## src/verilog/predecPkg.sv

```systemverilog
// ==============================
// Shared types for the predecode subsystem
// Register offsets are 4-bit byte addresses, full-word access only
// fifoDepth must stay a power of two so that the pointers wrap by themselves
// ==============================

package predecPkg;

	localparam int fifoDepth = 8; // Records held by the result queue
	localparam int ptrW = $clog2(fifoDepth);
	localparam int cntW = $clog2(fifoDepth + 1);

	localparam logic [3:0] addrMode = 4'h0;
	localparam logic [3:0] addrParcel = 4'h4;
	localparam logic [3:0] addrResult = 4'h8;

	localparam logic [1:0] respOkay = 2'b00;
	localparam logic [1:0] respSlvErr = 2'b10;

	// Bit 3 jumbo, bit 2 WEX, bit 1 jumbo or WEX under WXE, bit 0 16/48
	typedef logic [3:0] opLenT;

	typedef struct packed {
		logic isWXE; // wdata[2]
		logic isRV; // wdata[1]
		logic isXG2; // wdata[0]
	} modeT;

	typedef struct packed {
		logic [15:0] bits;
		logic [15:0] index; // Parcel number since last mode write
	} parcelT;

	typedef struct packed {
		logic [15:0] startIndex;
		opLenT opLen;
		logic [2:0] parcels;
	} instRecT;

	typedef enum logic {wrIdle, wrResp} axiWrStateE;
	typedef enum logic {rdIdle, rdData} axiRdStateE;

endpackage

```

## src/verilog/axiLiteRegs.sv

```systemverilog
// ==============================
// AXI4-Lite slave with combinational ready
// Ready rises only when both address and data are valid
// Parcel writes wait while the scanner stalls
// No write strobes, no protection bits
// ==============================

`timescale 1ns/1ps

module axiLiteRegs
	import predecPkg::*;
(
	input logic clk,
	input logic rstN,
	input logic [3:0] awaddr,
	input logic awvalid,
	output logic awready,
	input logic [31:0] wdata,
	input logic wvalid,
	output logic wready,
	output logic [1:0] bresp,
	output logic bvalid,
	input logic bready,
	input logic [3:0] araddr,
	input logic arvalid,
	output logic arready,
	output logic [31:0] rdata,
	output logic [1:0] rresp,
	output logic rvalid,
	input logic rready,
	input logic stall,
	input instRecT head,
	input logic empty,
	output modeT mode,
	output logic modeWrite,
	output parcelT parcel,
	output logic parcelValid,
	output logic pop
);

	axiWrStateE wrState;
	axiRdStateE rdState;
	logic wrAccept;
	logic rdAccept;
	logic wrKnown;
	logic rdKnown;
	logic [15:0] parcelIdx;
	logic [31:0] rdWord;

	assign wrKnown = awaddr inside {addrMode, addrParcel, addrResult};
	assign rdKnown = araddr inside {addrMode, addrParcel, addrResult};

	assign wrAccept = (wrState == wrIdle) && awvalid && wvalid
		&& !((awaddr == addrParcel) && stall);
	assign awready = wrAccept;
	assign wready = wrAccept;

	assign modeWrite = wrAccept && (awaddr == addrMode);
	assign parcelValid = wrAccept && (awaddr == addrParcel);
	assign parcel = '{bits: wdata[15:0], index: parcelIdx};

	always_ff @(posedge clk)
	begin
		if (!rstN)
		begin
			mode <= '0;
			parcelIdx <= '0;
		end
		else if (modeWrite)
		begin
			mode <= modeT'(wdata[2:0]);
			parcelIdx <= '0; // Numbering restarts with each mode
		end
		else if (parcelValid)
			parcelIdx <= parcelIdx + 16'd1;
	end

	always_ff @(posedge clk)
	begin
		if (!rstN)
		begin
			wrState <= wrIdle;
			bvalid <= 1'b0;
			bresp <= respOkay;
		end
		else
		begin
			case (wrState)
				wrIdle:
					if (wrAccept)
					begin
						wrState <= wrResp;
						bvalid <= 1'b1;
						bresp <= wrKnown ? respOkay : respSlvErr;
					end
				wrResp:
					if (bready)
					begin
						wrState <= wrIdle;
						bvalid <= 1'b0;
					end
				default: wrState <= wrIdle;
			endcase
		end
	end

	assign rdAccept = (rdState == rdIdle) && arvalid;
	assign arready = rdAccept;
	assign pop = rdAccept && (araddr == addrResult) && !empty; // Empty reads do not pop

	always_comb
	begin
		case (araddr)
			addrMode: rdWord = {29'd0, mode};
			addrResult: rdWord = {!empty, 4'd0, head.parcels, head.startIndex, 4'd0, head.opLen};
			default: rdWord = '0;
		endcase
	end

	always_ff @(posedge clk)
	begin
		if (rdAccept)
		begin
			rdata <= rdWord; // Head sampled before the pop lands
			rresp <= rdKnown ? respOkay : respSlvErr;
		end
	end

	always_ff @(posedge clk)
	begin
		if (!rstN)
		begin
			rdState <= rdIdle;
			rvalid <= 1'b0;
		end
		else if (rdAccept)
		begin
			rdState <= rdData;
			rvalid <= 1'b1;
		end
		else if (rvalid && rready)
		begin
			rdState <= rdIdle;
			rvalid <= 1'b0;
		end
	end

	bHoldA: assert property (@(posedge clk) disable iff (!rstN) bvalid && !bready |=> bvalid);
	rHoldA: assert property (@(posedge clk) disable iff (!rstN) rvalid && !rready |=> rvalid);

endmodule

```

## src/verilog/boundaryScan.sv

```systemverilog
// ==============================
// Splits the parcel stream into instructions
// Only start parcels are decoded, continuations are counted off
// Record and push are combinational from the accepted parcel
// Stall follows queue full
// ==============================

`timescale 1ns/1ps

module boundaryScan
	import predecPkg::*;
(
	input logic clk,
	input logic rstN,
	input parcelT parcel,
	input logic parcelValid,
	input modeT mode,
	input logic modeWrite,
	input logic full,
	output logic stall,
	output instRecT rec,
	output logic push
);

	opLenT opLen;
	logic [2:0] nParcels;
	logic [2:0] skipCnt;
	logic isStart;

	opLenDecode u_opLenDecode (
		.istrBits(parcel.bits),
		.mode(mode),
		.opLen(opLen)
	);

	always_comb
	begin
		case (opLen)
			4'b1111: nParcels = 3'd6; // 96-bit form
			4'b0001: nParcels = 3'd1;
			default: nParcels = 3'd2;
		endcase
	end

	assign isStart = (skipCnt == 3'd0);
	assign stall = full;
	assign push = parcelValid && isStart;
	assign rec = '{startIndex: parcel.index, opLen: opLen, parcels: nParcels}; // Index tagged by slave

	always_ff @(posedge clk)
	begin
		if (!rstN || modeWrite)
			skipCnt <= '0;
		else if (parcelValid)
			skipCnt <= isStart ? nParcels - 3'd1 : skipCnt - 3'd1;
	end

	noStallA: assert property (@(posedge clk) disable iff (!rstN) parcelValid |-> !stall);

endmodule

```

## src/verilog/opLenDecode.sv

```systemverilog
// ==============================
// Op-length classifier for a single 16-bit parcel
// RISC-V, RV jumbo and XG3 forms enabled, RV 48-bit form absent
// Purely combinational
// ==============================

`timescale 1ns/1ps

module opLenDecode
	import predecPkg::*;
(
	input logic [15:0] istrBits,
	input modeT mode,
	output opLenT opLen
);

	opLenT lenRaw;
	logic isXG3;

	assign isXG3 = mode.isRV && mode.isWXE;

	always_comb
	begin
		casez ({mode.isXG2, istrBits[15:9]})
			8'b1_???1_111: lenRaw = 4'b1110; // Jumbo prefix
			8'b1_???1_110: lenRaw = 4'b0110;
			8'b1_???1_10?: lenRaw = 4'b0010;
			8'b1_???1_01?: lenRaw = 4'b0110;
			8'b1_???1_00?: lenRaw = 4'b0010;
			8'b1_???0_111: lenRaw = 4'b0110;
			8'b1_???0_110: lenRaw = 4'b0010;
			8'b1_???0_101: lenRaw = 4'b0110;
			8'b1_???0_100: lenRaw = 4'b0010;
			8'b1_???0_0??: lenRaw = 4'b0010;

			8'b0_1111_111: lenRaw = 4'b1110; // FE/FF
			8'b0_1111_110: lenRaw = 4'b0110;
			8'b0_1111_10?: lenRaw = 4'b0010;
			8'b0_1111_01?: lenRaw = 4'b0110;
			8'b0_1111_00?: lenRaw = 4'b0010;
			8'b0_1110_111: lenRaw = 4'b0110;
			8'b0_1110_110: lenRaw = 4'b0010;
			8'b0_1110_101: lenRaw = 4'b0110;
			8'b0_1110_100: lenRaw = 4'b0010;
			8'b0_1110_0??: lenRaw = 4'b0010;

			8'b0_1001_1??: lenRaw = 4'b0110;
			8'b0_1001_0??: lenRaw = 4'b0010;
			8'b0_0111_1??: lenRaw = 4'b0110;
			8'b0_0111_0??: lenRaw = 4'b0010;

			default: lenRaw = 4'b0001; // Plain 16-bit op
		endcase

		// Later matches override earlier ones
		if (mode.isRV)
		begin
			lenRaw = 4'b0010;
			if ((istrBits[1:0] != 2'b11) && !isXG3)
				lenRaw = 4'b0001; // Compressed
			if ((istrBits[6:0] == 7'h1B) && (istrBits[14:12] == 3'h4))
				lenRaw = 4'b1110; // RV jumbo
			if (istrBits[6:0] == 7'h3F)
				lenRaw = (istrBits[14:13] == 2'b11) ? 4'b1111 : 4'b1110;
			if (istrBits[6:0] == 7'h7F)
				lenRaw = 4'b1111; // Taken as 96 bits
			if ((istrBits[4:3] == 2'b11) && (istrBits[1:0] == 2'b10) && isXG3)
				lenRaw = 4'b1110;
		end
	end

	// Bit 1 rebuilt from jumbo and WEX under WXE
	assign opLen = {lenRaw[3:2], lenRaw[3] | (lenRaw[2] & mode.isWXE), lenRaw[0]};

endmodule

```

## src/verilog/predecTop.sv

```systemverilog
// ==============================
// Predecode subsystem top
// 32-bit AXI4-Lite data, 4-bit address
// ==============================

`timescale 1ns/1ps

module predecTop
	import predecPkg::*;
(
	input logic clk,
	input logic rstN,
	input logic [3:0] awaddr,
	input logic awvalid,
	output logic awready,
	input logic [31:0] wdata,
	input logic wvalid,
	output logic wready,
	output logic [1:0] bresp,
	output logic bvalid,
	input logic bready,
	input logic [3:0] araddr,
	input logic arvalid,
	output logic arready,
	output logic [31:0] rdata,
	output logic [1:0] rresp,
	output logic rvalid,
	input logic rready
);

	modeT mode;
	parcelT parcel;
	instRecT rec;
	instRecT head;
	logic modeWrite, parcelValid, stall, push, pop, empty, full;

	axiLiteRegs u_axiLiteRegs (
		.clk, .rstN, .awaddr, .awvalid, .awready, .wdata, .wvalid, .wready,
		.bresp, .bvalid, .bready, .araddr, .arvalid, .arready, .rdata, .rresp,
		.rvalid, .rready, .stall, .head, .empty, .mode, .modeWrite, .parcel,
		.parcelValid, .pop
	);

	boundaryScan u_boundaryScan (
		.clk, .rstN, .parcel, .parcelValid, .mode, .modeWrite, .full, .stall, .rec, .push
	);

	resultFifo u_resultFifo (
		.clk, .rstN, .rec, .push, .pop, .head, .empty, .full
	);

endmodule

```

## src/verilog/resultFifo.sv

```systemverilog
// ==============================
// Circular queue of instruction records
// Push and pop may share a cycle
// Head is valid only while not empty
// ==============================

`timescale 1ns/1ps

module resultFifo
	import predecPkg::*;
(
	input logic clk,
	input logic rstN,
	input instRecT rec,
	input logic push,
	input logic pop,
	output instRecT head,
	output logic empty,
	output logic full
);

	instRecT mem [fifoDepth];
	logic [ptrW-1:0] wrPtr;
	logic [ptrW-1:0] rdPtr;
	logic [cntW-1:0] count;

	assign head = mem[rdPtr];
	assign empty = (count == '0);
	assign full = (count == cntW'(fifoDepth));

	always_ff @(posedge clk)
	begin
		if (push)
			mem[wrPtr] <= rec;
	end

	always_ff @(posedge clk)
	begin
		if (!rstN)
		begin
			wrPtr <= '0;
			rdPtr <= '0;
			count <= '0;
		end
		else
		begin
			wrPtr <= wrPtr + ptrW'(push); // Wraps at fifoDepth
			rdPtr <= rdPtr + ptrW'(pop);
			count <= count + cntW'(push) - cntW'(pop);
		end
	end

	noOverA: assert property (@(posedge clk) disable iff (!rstN) push |-> !full);
	noUnderA: assert property (@(posedge clk) disable iff (!rstN) pop |-> !empty);

endmodule
```

## config.mk

```make
export PLATFORM = sky130hd
export DESIGN_NAME = predecTop
export DESIGN_NICKNAME = d
export VERILOG_FILES = /design/src/verilog/predecPkg.sv /design/src/verilog/axiLiteRegs.sv /design/src/verilog/boundaryScan.sv /design/src/verilog/opLenDecode.sv /design/src/verilog/predecTop.sv /design/src/verilog/resultFifo.sv
export SDC_FILE = /design/constraint.sdc
export NUM_CORES = 1
export LEC_CHECK = 0
export ABC_AREA = 0
export BUFFER_PORTS_ARGS = -buffer_cell sky130_fd_sc_hd__buf_4
export CORE_ASPECT_RATIO = 0.5
export CORE_MARGIN = 1.5
export CORE_UTILIZATION = 35
export CTS_CLUSTER_DIAMETER = 120
export CTS_CLUSTER_SIZE = 12
export DETAILED_ROUTE_END_ITERATION = 8
export PLACE_DENSITY_LB_ADDON = 0.25
export RECOVER_POWER = 100
export SLEW_MARGIN = 40
export SYNTH_ARGS = -nofsm -noshare
export SYNTH_HDL_FRONTEND = slang
export SYNTH_SLANG_ARGS = --single-unit
```

## constraint.sdc

```tcl
create_clock -name clk -period 4.3 [get_ports clk]
set_input_delay 0.86 -clock clk [delete_from_list [all_inputs] [get_ports clk]]
set_output_delay 0.86 -clock clk [all_outputs]
set_load 0.03 [all_outputs]
```

After elaboration in Yosys (flattened, before gate mapping)
Memory sizes are Yosys's and may differ from the RTL's. A register that Yosys moved wholly into a read port is not among the register bits.
Index checks and enable logic that the tools add are counted.
{"block": "word_totals", "reg_bits": 71, "mem_bits_rw": 184, "out_inout_bits": 41, "wordCells": 126, "memories": 1}
{"block": "classes", "n_addsub": 7, "eq_ne": 41, "mux": 24, "n_bitwise": 5, "n_reduce_logical": 34}
{"name": "u_resultFifo.mem", "words": 8, "width": 23, "read_ports": 1, "rd_clocked_by_memory_dff": 1, "write_ports": 1, "line": "resultFifo.sv:22", "source": "instRecT mem [fifoDepth];"}
{"op": "32-bit one-hot mux with 2 select lines", "n": 1}
{"op": "8-bit by 7-bit equality test with 1-bit output, second input constant", "n": 6}
{"op": "5-bit equality test, second input constant", "n": 6}
{"op": "4-bit equality test, second input constant", "n": 7}
{"op": "7-bit by 6-bit equality test with 1-bit output, second input constant", "n": 4}
{"op": "4-bit two-way mux", "n": 5}
{"op": "6-bit by 5-bit equality test with 1-bit output, second input constant", "n": 3}
{"op": "16-bit by 1-bit adder with 16-bit output, second input constant", "n": 1}
{"op": "1-bit logical AND", "n": 16}
{"op": "6-bit by 4-bit equality test with 1-bit output, second input constant", "n": 2}
{"op": "4-bit zero test", "n": 3}
{"op": "4-bit one-hot mux with 3 select lines", "n": 1}
{"op": "12-bit OR reduction", "n": 1}
{"op": "10-bit OR reduction", "n": 1}
{"op": "1-bit two-way mux", "n": 9}
{"op": "4-bit by 3-bit equality test with 1-bit output, second input constant", "n": 2}
{"op": "7-bit by 5-bit equality test with 1-bit output, second input constant", "n": 1}
{"op": "7-bit equality test, second input constant", "n": 1}
{"op": "3-bit by 1-bit adder with 3-bit output", "n": 2}
{"op": "2-bit equality test, second input constant", "n": 3}
{"op": "3-bit equality test, second input constant", "n": 2}
{"op": "2-bit two-way mux", "n": 3}
{"op": "3-bit two-way mux", "n": 2}
{"op": "3-bit one-hot mux with 2 select lines", "n": 1}
{"op": "17 further kinds", "n": 28}

Depth between registers and ports, before layout
Gate-level depths: netlist (run 1).
{"block": "logic_depth", "depth_word": 15, "mapped_depth": 11, "depth_no_buf": 11}

Hierarchy
A second synthesis (run 1) with hierarchy kept.
{"block": "unflattened", "cells_unflattened": 607, "hier_area_um2": 10382.5}
{"module": "resultFifo", "n_inst": 1, "cells_each": 325, "area_per_inst_um2": 7603.5, "seq_area_each_um2": 5725.5}
{"module": "axiLiteRegs", "n_inst": 1, "cells_each": 205, "area_per_inst_um2": 2240.9, "seq_area_each_um2": 1211.2}
{"module": "boundaryScan", "n_inst": 1, "cells_each": 43, "area_per_inst_um2": 339.1, "seq_area_each_um2": 60.1}
{"module": "opLenDecode", "n_inst": 1, "cells_each": 34, "area_per_inst_um2": 198.9, "seq_area_each_um2": 0.0}

Worst setup path after synthesis (run 1)
No wires, ideal clock.
{"block": "synth_timing", "path_type": "input port to flip-flop", "startpoint": "in awaddr[1]", "endpoint": "mem u_resultFifo.mem[0][0] (netlist name), enable pin", "setup_ns": 0.432, "t_arrival_ns": 3.840, "setup_slack_ns": 0.028, "stages": 5, "cell_sequence": "or4b_4 -> or3_1 -> buf_2 -> or3_4 -> nor3_1"}
{"block": "synth_between", "elab_chain_len": 8}
{"item": "start, declared", "line": "predecTop.sv:13", "source": "input logic [3:0] awaddr,"}
{"item": "4-bit by 3-bit equality test with 1-bit output *", "line": "axiLiteRegs.sv:54, axiLiteRegs.sv:59"}
{"item": "1-bit logical AND", "line": "axiLiteRegs.sv:54", "source": "&& !((awaddr == addrParcel) && stall);"}
{"item": "1-bit zero test", "line": "axiLiteRegs.sv:54"}
{"item": "1-bit logical AND", "line": "axiLiteRegs.sv:54"}
{"item": "1-bit logical AND *", "line": "axiLiteRegs.sv:59", "source": "assign parcelValid = wrAccept && (awaddr == addrParcel);"}
{"item": "1-bit logical AND *", "line": "boundaryScan.sv:47", "source": "assign push = parcelValid && isStart;"}
{"item": "1-bit two-way mux *", "line": "resultFifo.sv:33", "source": "if (push)"}
{"item": "1-bit two-way mux (not written as such) *", "line": "resultFifo.sv:34", "source": "mem[wrPtr] <= rec;"}
{"item": "end, declared", "line": "resultFifo.sv:22"}
Every way passes the cells marked *; elsewhere a longest branch is shown, timed or not.

Worst setup path after layout (run 1)
{"block": "layout_timing", "startpoint": "in awaddr[0]", "endpoint": "mem u_resultFifo.mem[2][18] (netlist name), enable pin"}
Same word-level chain as after synthesis.

==> results.py, run 1 <==
metrics = {
    "status": {
        "status": "finished, violations left",
        "violations": "max-capacitance violations, max-slew violations",
    },
    "detailed_routing": {
        "drt-total-wl_mm": 19.66,
        "drt-wirelength-per-cell_um": 18.76,
        "drc": 0,
        "num_vias": 5056,
        "drt_iter0_drc": 313,
        "viasPerCell": 4.824,
        "dr.pass1.iters": 5,
        "postRouteAntennaNets": 0,
    },
    "clocking": {
        "cts_made_buffers": 24,
        "htree_levels": 1,
        "postCtsSetupRepairBufs": 0,
        "cts_buffer_depth": 3,
        "clockRootBuffer": "clkbuf_16",
        "path_clk_slew_ps": 60,
        "clk_latency_ps": 510,
        "clkSinkCount": 245,
        "holdBufCountCts": 0,
        "postCtsResizedCells": 0,
        "cts_tree": "yes",
    },
    "yosys": {
        "synth-seq-area-share_pct": 71.33,
        "ys.flop_type": "edfxtp_1",
        "ys_ff_latch": 245,
        "synth_edf_count": 209,
        "ys_async_sr_fraction_pct": 0,
        "synth.cell_area_sq_mm": 0.009809,
        "ys_warn_count": 0,
        "ys_types": 48,
        "synth_cells": 568,
        "syn_area_per_cell_sq_um": 17.27,
    },
    "power_and_ir_drop": {
        "p_leak_nw": 3.616,
        "p_clk_share_pct": 41.3,
        "switching_share_pct": 20.36,
        "ir_drop_uv": 177.4,
        "internal_power_w": 0.003700,
        "p_sw_w": 0.0009458,
        "share_comb_of_total_power_pct": 3.2,
        "seqPwrFrac_pct": 55.5,
        "power.density_mw_per_mm2": 411.9,
    },
    "finish": {
        "stdcell_area_sq_mm": 0.01128,
        "diodes": 0,
        "layout.cells.non_filler": 1048,
        "final_core_util_pct": 40.86,
        "area_growth_pct": 14.97,
        "drive_gt1_share_pct": 18.02,
        "fin_nets": 708,
        "n_fill_cell": 2493,
    },
    "worst_setup_path": {
        "cp_data_required_time_ps": 4420,
        "startpoint": "awaddr[0]",
        "reg2reg_depth": 7,
        "crit_fanout": 15,
        "cp-end-kind": "flop",
        "worstReg2RegStart": "u_resultFifo.count[2]",
        "worstSetupStartpointType": "input port",
        "critical_path_arrival_ps": 3580,
        "criticalPathCategory": "input port to flop",
    },
    "sta": {
        "fin_tns_setup_ps": 0,
        "period_minus_slack_ps": 3457,
        "setup_viol": 0,
        "finalCritPeriodShare_pct": 80.38,
        "rsz0062_at_grt": "false",
        "fmax_mhz": 289.3,
        "hold_viol": 0,
        "final.setup_skew_ps": 12.52,
        "tightest_slew_ps": 1682,
        "final_max_slew_viol_count": 23,
        "worst_slack_ps": 843.5,
        "slew_headroom_pct": -12.26,
    },
    "grt": {
        "grt_max_degree": 33,
        "overflow": 0,
        "grt_pass1_wl_mm": 29.52,
        "antenna_found_initial": 0,
        "grt.total_usage_pct": 13.50,
        "grt_pass1_vias": 5072,
    },
    "placed_design": {
        "hpwl_mm": 11.76,
        "port_buffers": 59,
        "pre_cts_ws_ps": 916.7,
        "gp_congestion": 0.7190,
        "dp.cells": 1004,
        "postPlaceCellArea_sq_mm": 0.01079,
    },
    "floorplanning": {
        "core-area_sq_mm": 0.02760,
        "rows": 43,
        "die_w_um": 239.8,
        "pin_count": 88,
        "initial_core_util_pct": 35.54,
        "die_h_um": 121.4,
        "dieArea_sq_mm": 0.02910,
    },
    "worst_hold_path": {
        "hold_path_depth": 1,
        "hold_start": "u_axiLiteRegs.bvalid",
        "hp-class": "flop to flop",
    },
    "run": {
        "cap_viol_max_count": 1,
    },
}
[registers in the layout (all words and copies together), names as in the netlist, 3 cells and up]
signal and count:
u_resultFifo.mem 184, u_axiLiteRegs.parcelIdx 16, u_boundaryScan.skipCnt 3, u_resultFifo.wrPtr 3, u_axiLiteRegs.rdata 24, u_resultFifo.count 4
u_axiLiteRegs.mode 3, u_resultFifo.rdPtr 3
[cell usage in the layout, fill, tap and decap left out, drive strengths merged, types with 7 or more instances in the layout]
master	instances
nor3	7
nand3	13
clkbuf	92
nor2	49
nand2	18
edfxtp	209
xor2	17
ha	12
inv	13
mux2i	26
a21oi	9
and2	13
mux4	46
buf	29
dfxtp	36
nor2b	7
conb	10
[stage by stage]
step | hold WS, ps | power [W]
finish | 499.5 | 0.004646
global route | 523.5 | 0.004791
CTS | 504.7 | 0.004711
detailed placement | 490.0 | 0.002798
global placement | 488.4 | 0.002795
floorplan | 490.9 | 0.002731
[power by group through the flow]
stage / clock (W) / combinational (W) / sequential, W
finish: 0.00192 / 0.000147 / 0.00258
floorplan: 0 / 0.0000691 / 0.00266
global route: 0.00205 / 0.000159 / 0.00258
detailed placement: 0 / 0.000166 / 0.00263
global placement: 0 / 0.000164 / 0.00263
CTS: 0.00196 / 0.000167 / 0.00258
[Yosys cell counts (4+ instances only)]
library cell / number / share of area (%)
xor2_1: 17 / 1.5
dfxtp_1: 36 / 7.3
ha_1: 12 / 1.5
buf_4: 11 / 0.84
mux2i_1: 26 / 2.7
clkbuf_1: 13 / 0.50
and2_1: 13 / 0.83
a31oi_1: 4 / 0.26
mux4_2: 46 / 11
nor2_1: 49 / 1.9
or3b_2: 4 / 0.36
nand2_1: 18 / 0.69
and3_1: 6 / 0.38
inv_1: 12 / 0.46
o21ai_0: 6 / 0.31
nor3_1: 6 / 0.31
edfxtp_1: 209 / 64
buf_2: 7 / 0.36
a21oi_1: 9 / 0.46
nand4_1: 6 / 0.38
nand3_1: 13 / 0.66
nor2b_1: 7 / 0.45
[metal layers]
metal	track usage, %	vias to the layer above	routed length, um
li1	-	2342	-
met4	2.611	0	284
met5	0	-	0
met1	19.38	2600	9340
met2	21.61	91	9245
met3	2.434	23	786
[logic make-up (layout without fill, tap and decap cells)]
family	Yosys count	count (layout)	share of synthesized area [%]
and+or+nand+nor	138	138	7.309
other	1	10	0.03823
AOI/OAI and AO/OA	33	33	2.245
buffers and inverters	45	134	2.232
xor gates and xnor gates	20	20	1.786
DFF	245	245	71.33
adders and majority gates	13	13	1.735
muxes	73	73	13.33
[layout make-up]
cell class              instances  area (sq um)  area share [%]
repair buffers                 78         422.9           3.750
flip-flops and latches        245          7002           62.08
well taps                     382         478.0           4.238
inverters                      12         45.04          0.3994
clock inverters                 1         8.758         0.07766
multi-input cells             287          2629           23.31
clock buffers                  43         693.2           6.146
[worst paths after layout]
| check | endpoint | slack (ps) |
|---|---|---|
| worst max-delay path | u_resultFifo.mem[2][18] | 840 |
| worst min-delay path | u_axiLiteRegs.bvalid | 500 |
| worst max register to register | u_resultFifo.mem[2][18] | 1110 |
| worst min register to register | u_axiLiteRegs.bvalid | 500 |
[worst max-delay path: stages]
cell and delay, ps:
buf_4 120, or4b_1 580, or3_1 480, or3_1 470, nor2_1 150, clkbuf_1 890
(Power assumes the default switching activity.)
==> run 2: changes to the inputs <==
clock period = 3.6 ns   (was 4.3 ns; I/O delays follow)
==> run 2 against run 1 <==
The run still ends with max-capacitance violations, max-slew violations left. Hold slack got worse by 53 ps. Count of clock-buffer cells in the layout decreased by 1. Via count is 0.49% lower. Core utilization rose by 0.077 points. Flip-flop and latch count did not move. Sequential share of layout area decreased by 0.15 points. Clock skew rose by 5.1 ps. Largest power group unchanged. Highest routed layer unchanged.
==> results.py, run 2 (same netlist as run 1, synthesis figures left out) <==
metrics = {
    "status": {
        "status": "finished, violations left",
        "violations": "max-capacitance violations, max-slew violations",
    },
    "clocking": {
        "cts_made_buffers": 24,
        "postCtsResizedCells": 0,
        "clkSinkCount": 245,
        "cts_tree": "yes",
        "holdBufCountCts": 0,
        "clockRootBuffer": "clkbuf_16",
        "path_clk_slew_ps": 60,
        "cts_buffer_depth": 3,
        "postCtsSetupRepairBufs": 0,
        "clk_latency_ps": 520,
        "htree_levels": 1,
    },
    "detailed_routing": {
        "drt_iter0_drc": 298,
        "num_vias": 5031,
        "drt-wirelength-per-cell_um": 18.42,
        "dr.pass1.iters": 4,
        "postRouteAntennaNets": 0,
        "viasPerCell": 4.787,
        "drt-total-wl_mm": 19.36,
        "drc": 0,
    },
    "finish": {
        "diodes": 0,
        "final_core_util_pct": 40.94,
        "mostFrequentLayoutCells": "edfxtp_1 (209), clkbuf_1 (62), mux4_2 (46)",
        "n_fill_cell": 2501,
        "drive_gt1_share_pct": 17.94,
        "largest_register_ffs": 184,
        "top_register": "u_resultFifo.mem",
        "fin_nets": 711,
        "final_common_cell": "edfxtp_1",
        "area_growth_pct": 15.19,
        "reg.largest.list": "u_resultFifo.mem x184, u_axiLiteRegs.rdata x24, u_axiLiteRegs.parcelIdx x16",
    },
    "placed_design": {
        "hpwl_mm": 11.60,
        "gp_congestion": 0.7484,
        "port_buffers": 59,
    },
    "sta": {
        "period_minus_slack_ps": 3160,
        "hold_viol": 0,
        "final_max_slew_viol_count": 26,
        "tightest_slew_ps": 1736,
        "setup_viol": 0,
        "whs_ps": 446.0,
        "finalCritPeriodShare_pct": 87.79,
        "rsz0062_at_grt": "false",
        "slew_headroom_pct": -15.71,
        "final.setup_skew_ps": 17.63,
        "fmax_mhz": 316.4,
        "fin_tns_setup_ps": 0,
    },
    "grt": {
        "overflow": 0,
        "grt_pass1_vias": 5242,
        "grt_pass1_wl_mm": 30.18,
        "antenna_found_initial": 0,
        "grt_max_degree": 26,
        "grt.total_usage_pct": 13.73,
    },
    "worst_hold_path": {
        "hp-class": "input port to flop",
    },
    "power_and_ir_drop": {
        "power.density_mw_per_mm2": 489.3,
        "share_comb_of_total_power_pct": 3.2,
        "seqPwrFrac_pct": 55.8,
        "p_leak_nw": 3.627,
        "switching_share_pct": 20.70,
        "p_sw_w": 0.001145,
        "p_clk_share_pct": 41.1,
        "ir_drop_uv": 262.9,
        "internal_power_w": 0.004385,
    },
    "run": {
        "cap_viol_max_count": 1,
    },
    "worst_setup_path": {
        "crit_fanout": 17,
        "worstPathCellList": "buf_4 > or4b_1 > or3_1 > nor2_1 > nand2_1 > nor3_1 > buf_12",
        "worstSetupStartpointType": "input port",
        "critical_path_arrival_ps": 3370,
        "cp_data_required_time_ps": 3810,
        "criticalPathCategory": "input port to flop",
        "cpMaxStageDelayCell": "nor3_1",
        "crit_path_max_incr_delay_ps": 790,
        "cp-end-kind": "flop",
    },
    "floorplanning": {
        "die_w_um": 239.8,
        "initial_core_util_pct": 35.54,
        "core-area_sq_mm": 0.02760,
        "rows": 43,
        "pin_count": 88,
        "die_h_um": 121.4,
        "dieArea_sq_mm": 0.02910,
    },
}
==> run 2: per-stage QoR <==
step / cell area (sq um) / total power [W] / worst slack (ps) / instances
2_1_floorplan: 9856 / 0.003262 / 90.23 / 577
3_3_place_gp: 10900 / 0.003341 / 387.5 / 1007
3_5_place_dp: 10900 / 0.003345 / 338.4 / 1007
4_1_cts: 11600 / 0.005628 / 557.8 / 1051
5_1_grt: 11300 / 0.005721 / 280.4 / 1051
6_report: 11300 / 0.005529 / 439.6 / 1051
==> run 2: layout make-up <==
| class | count | area (sq um) | area share, % |
|---|---|---|---|
| multi-input combinational | 287 | 2618 | 23.16 |
| clock inverter | 2 | 25.02 | 0.2215 |
| clock buffer | 42 | 668.1 | 5.913 |
| tap | 382 | 478.0 | 4.230 |
| inverter | 12 | 45.04 | 0.3986 |
| timing repair buffer | 81 | 467.9 | 4.141 |
| sequential | 245 | 6998 | 61.93 |
==> run 2: final timing paths <==
path | start | endpoint | slack [ps] | depth (start not counted)
setup / recovery | awaddr[0] | u_resultFifo.mem[1][21] | 440 | 7
hold / removal | arvalid | u_axiLiteRegs.rvalid | 450 | 2
setup reg to reg | u_resultFifo.count[2] | u_resultFifo.mem[1][21] | 590 | 8
hold reg to reg | u_axiLiteRegs.bresp[1] | u_axiLiteRegs.bresp[1] | 520 | 1
==> run 2: power by group through the flow <==
stage / logic, W / registers [W] / clock network, W
floorplan: 0.0000828 / 0.00318 / 0
global placement: 0.000196 / 0.00314 / 0
detailed placement: 0.000200 / 0.00314 / 0
CTS: 0.000200 / 0.00308 / 0.00234
global route: 0.000193 / 0.00308 / 0.00244
finish: 0.000176 / 0.00308 / 0.00227
==> run 2: worst max-delay path, delay by kind of cell <==
kind / cells / cell delay, ps
buffers and inverters: 2 / 390
and+or+nand+nor: 5 / 2250
==> run 2: metal layers <==
layer	global-route usage (%)	up-vias	routed length, um
li1	-	2343	-
met1	19.82	2577	9703
met2	21.92	89	8675
met3	2.343	22	693
met4	2.729	0	284
met5	0	-	0
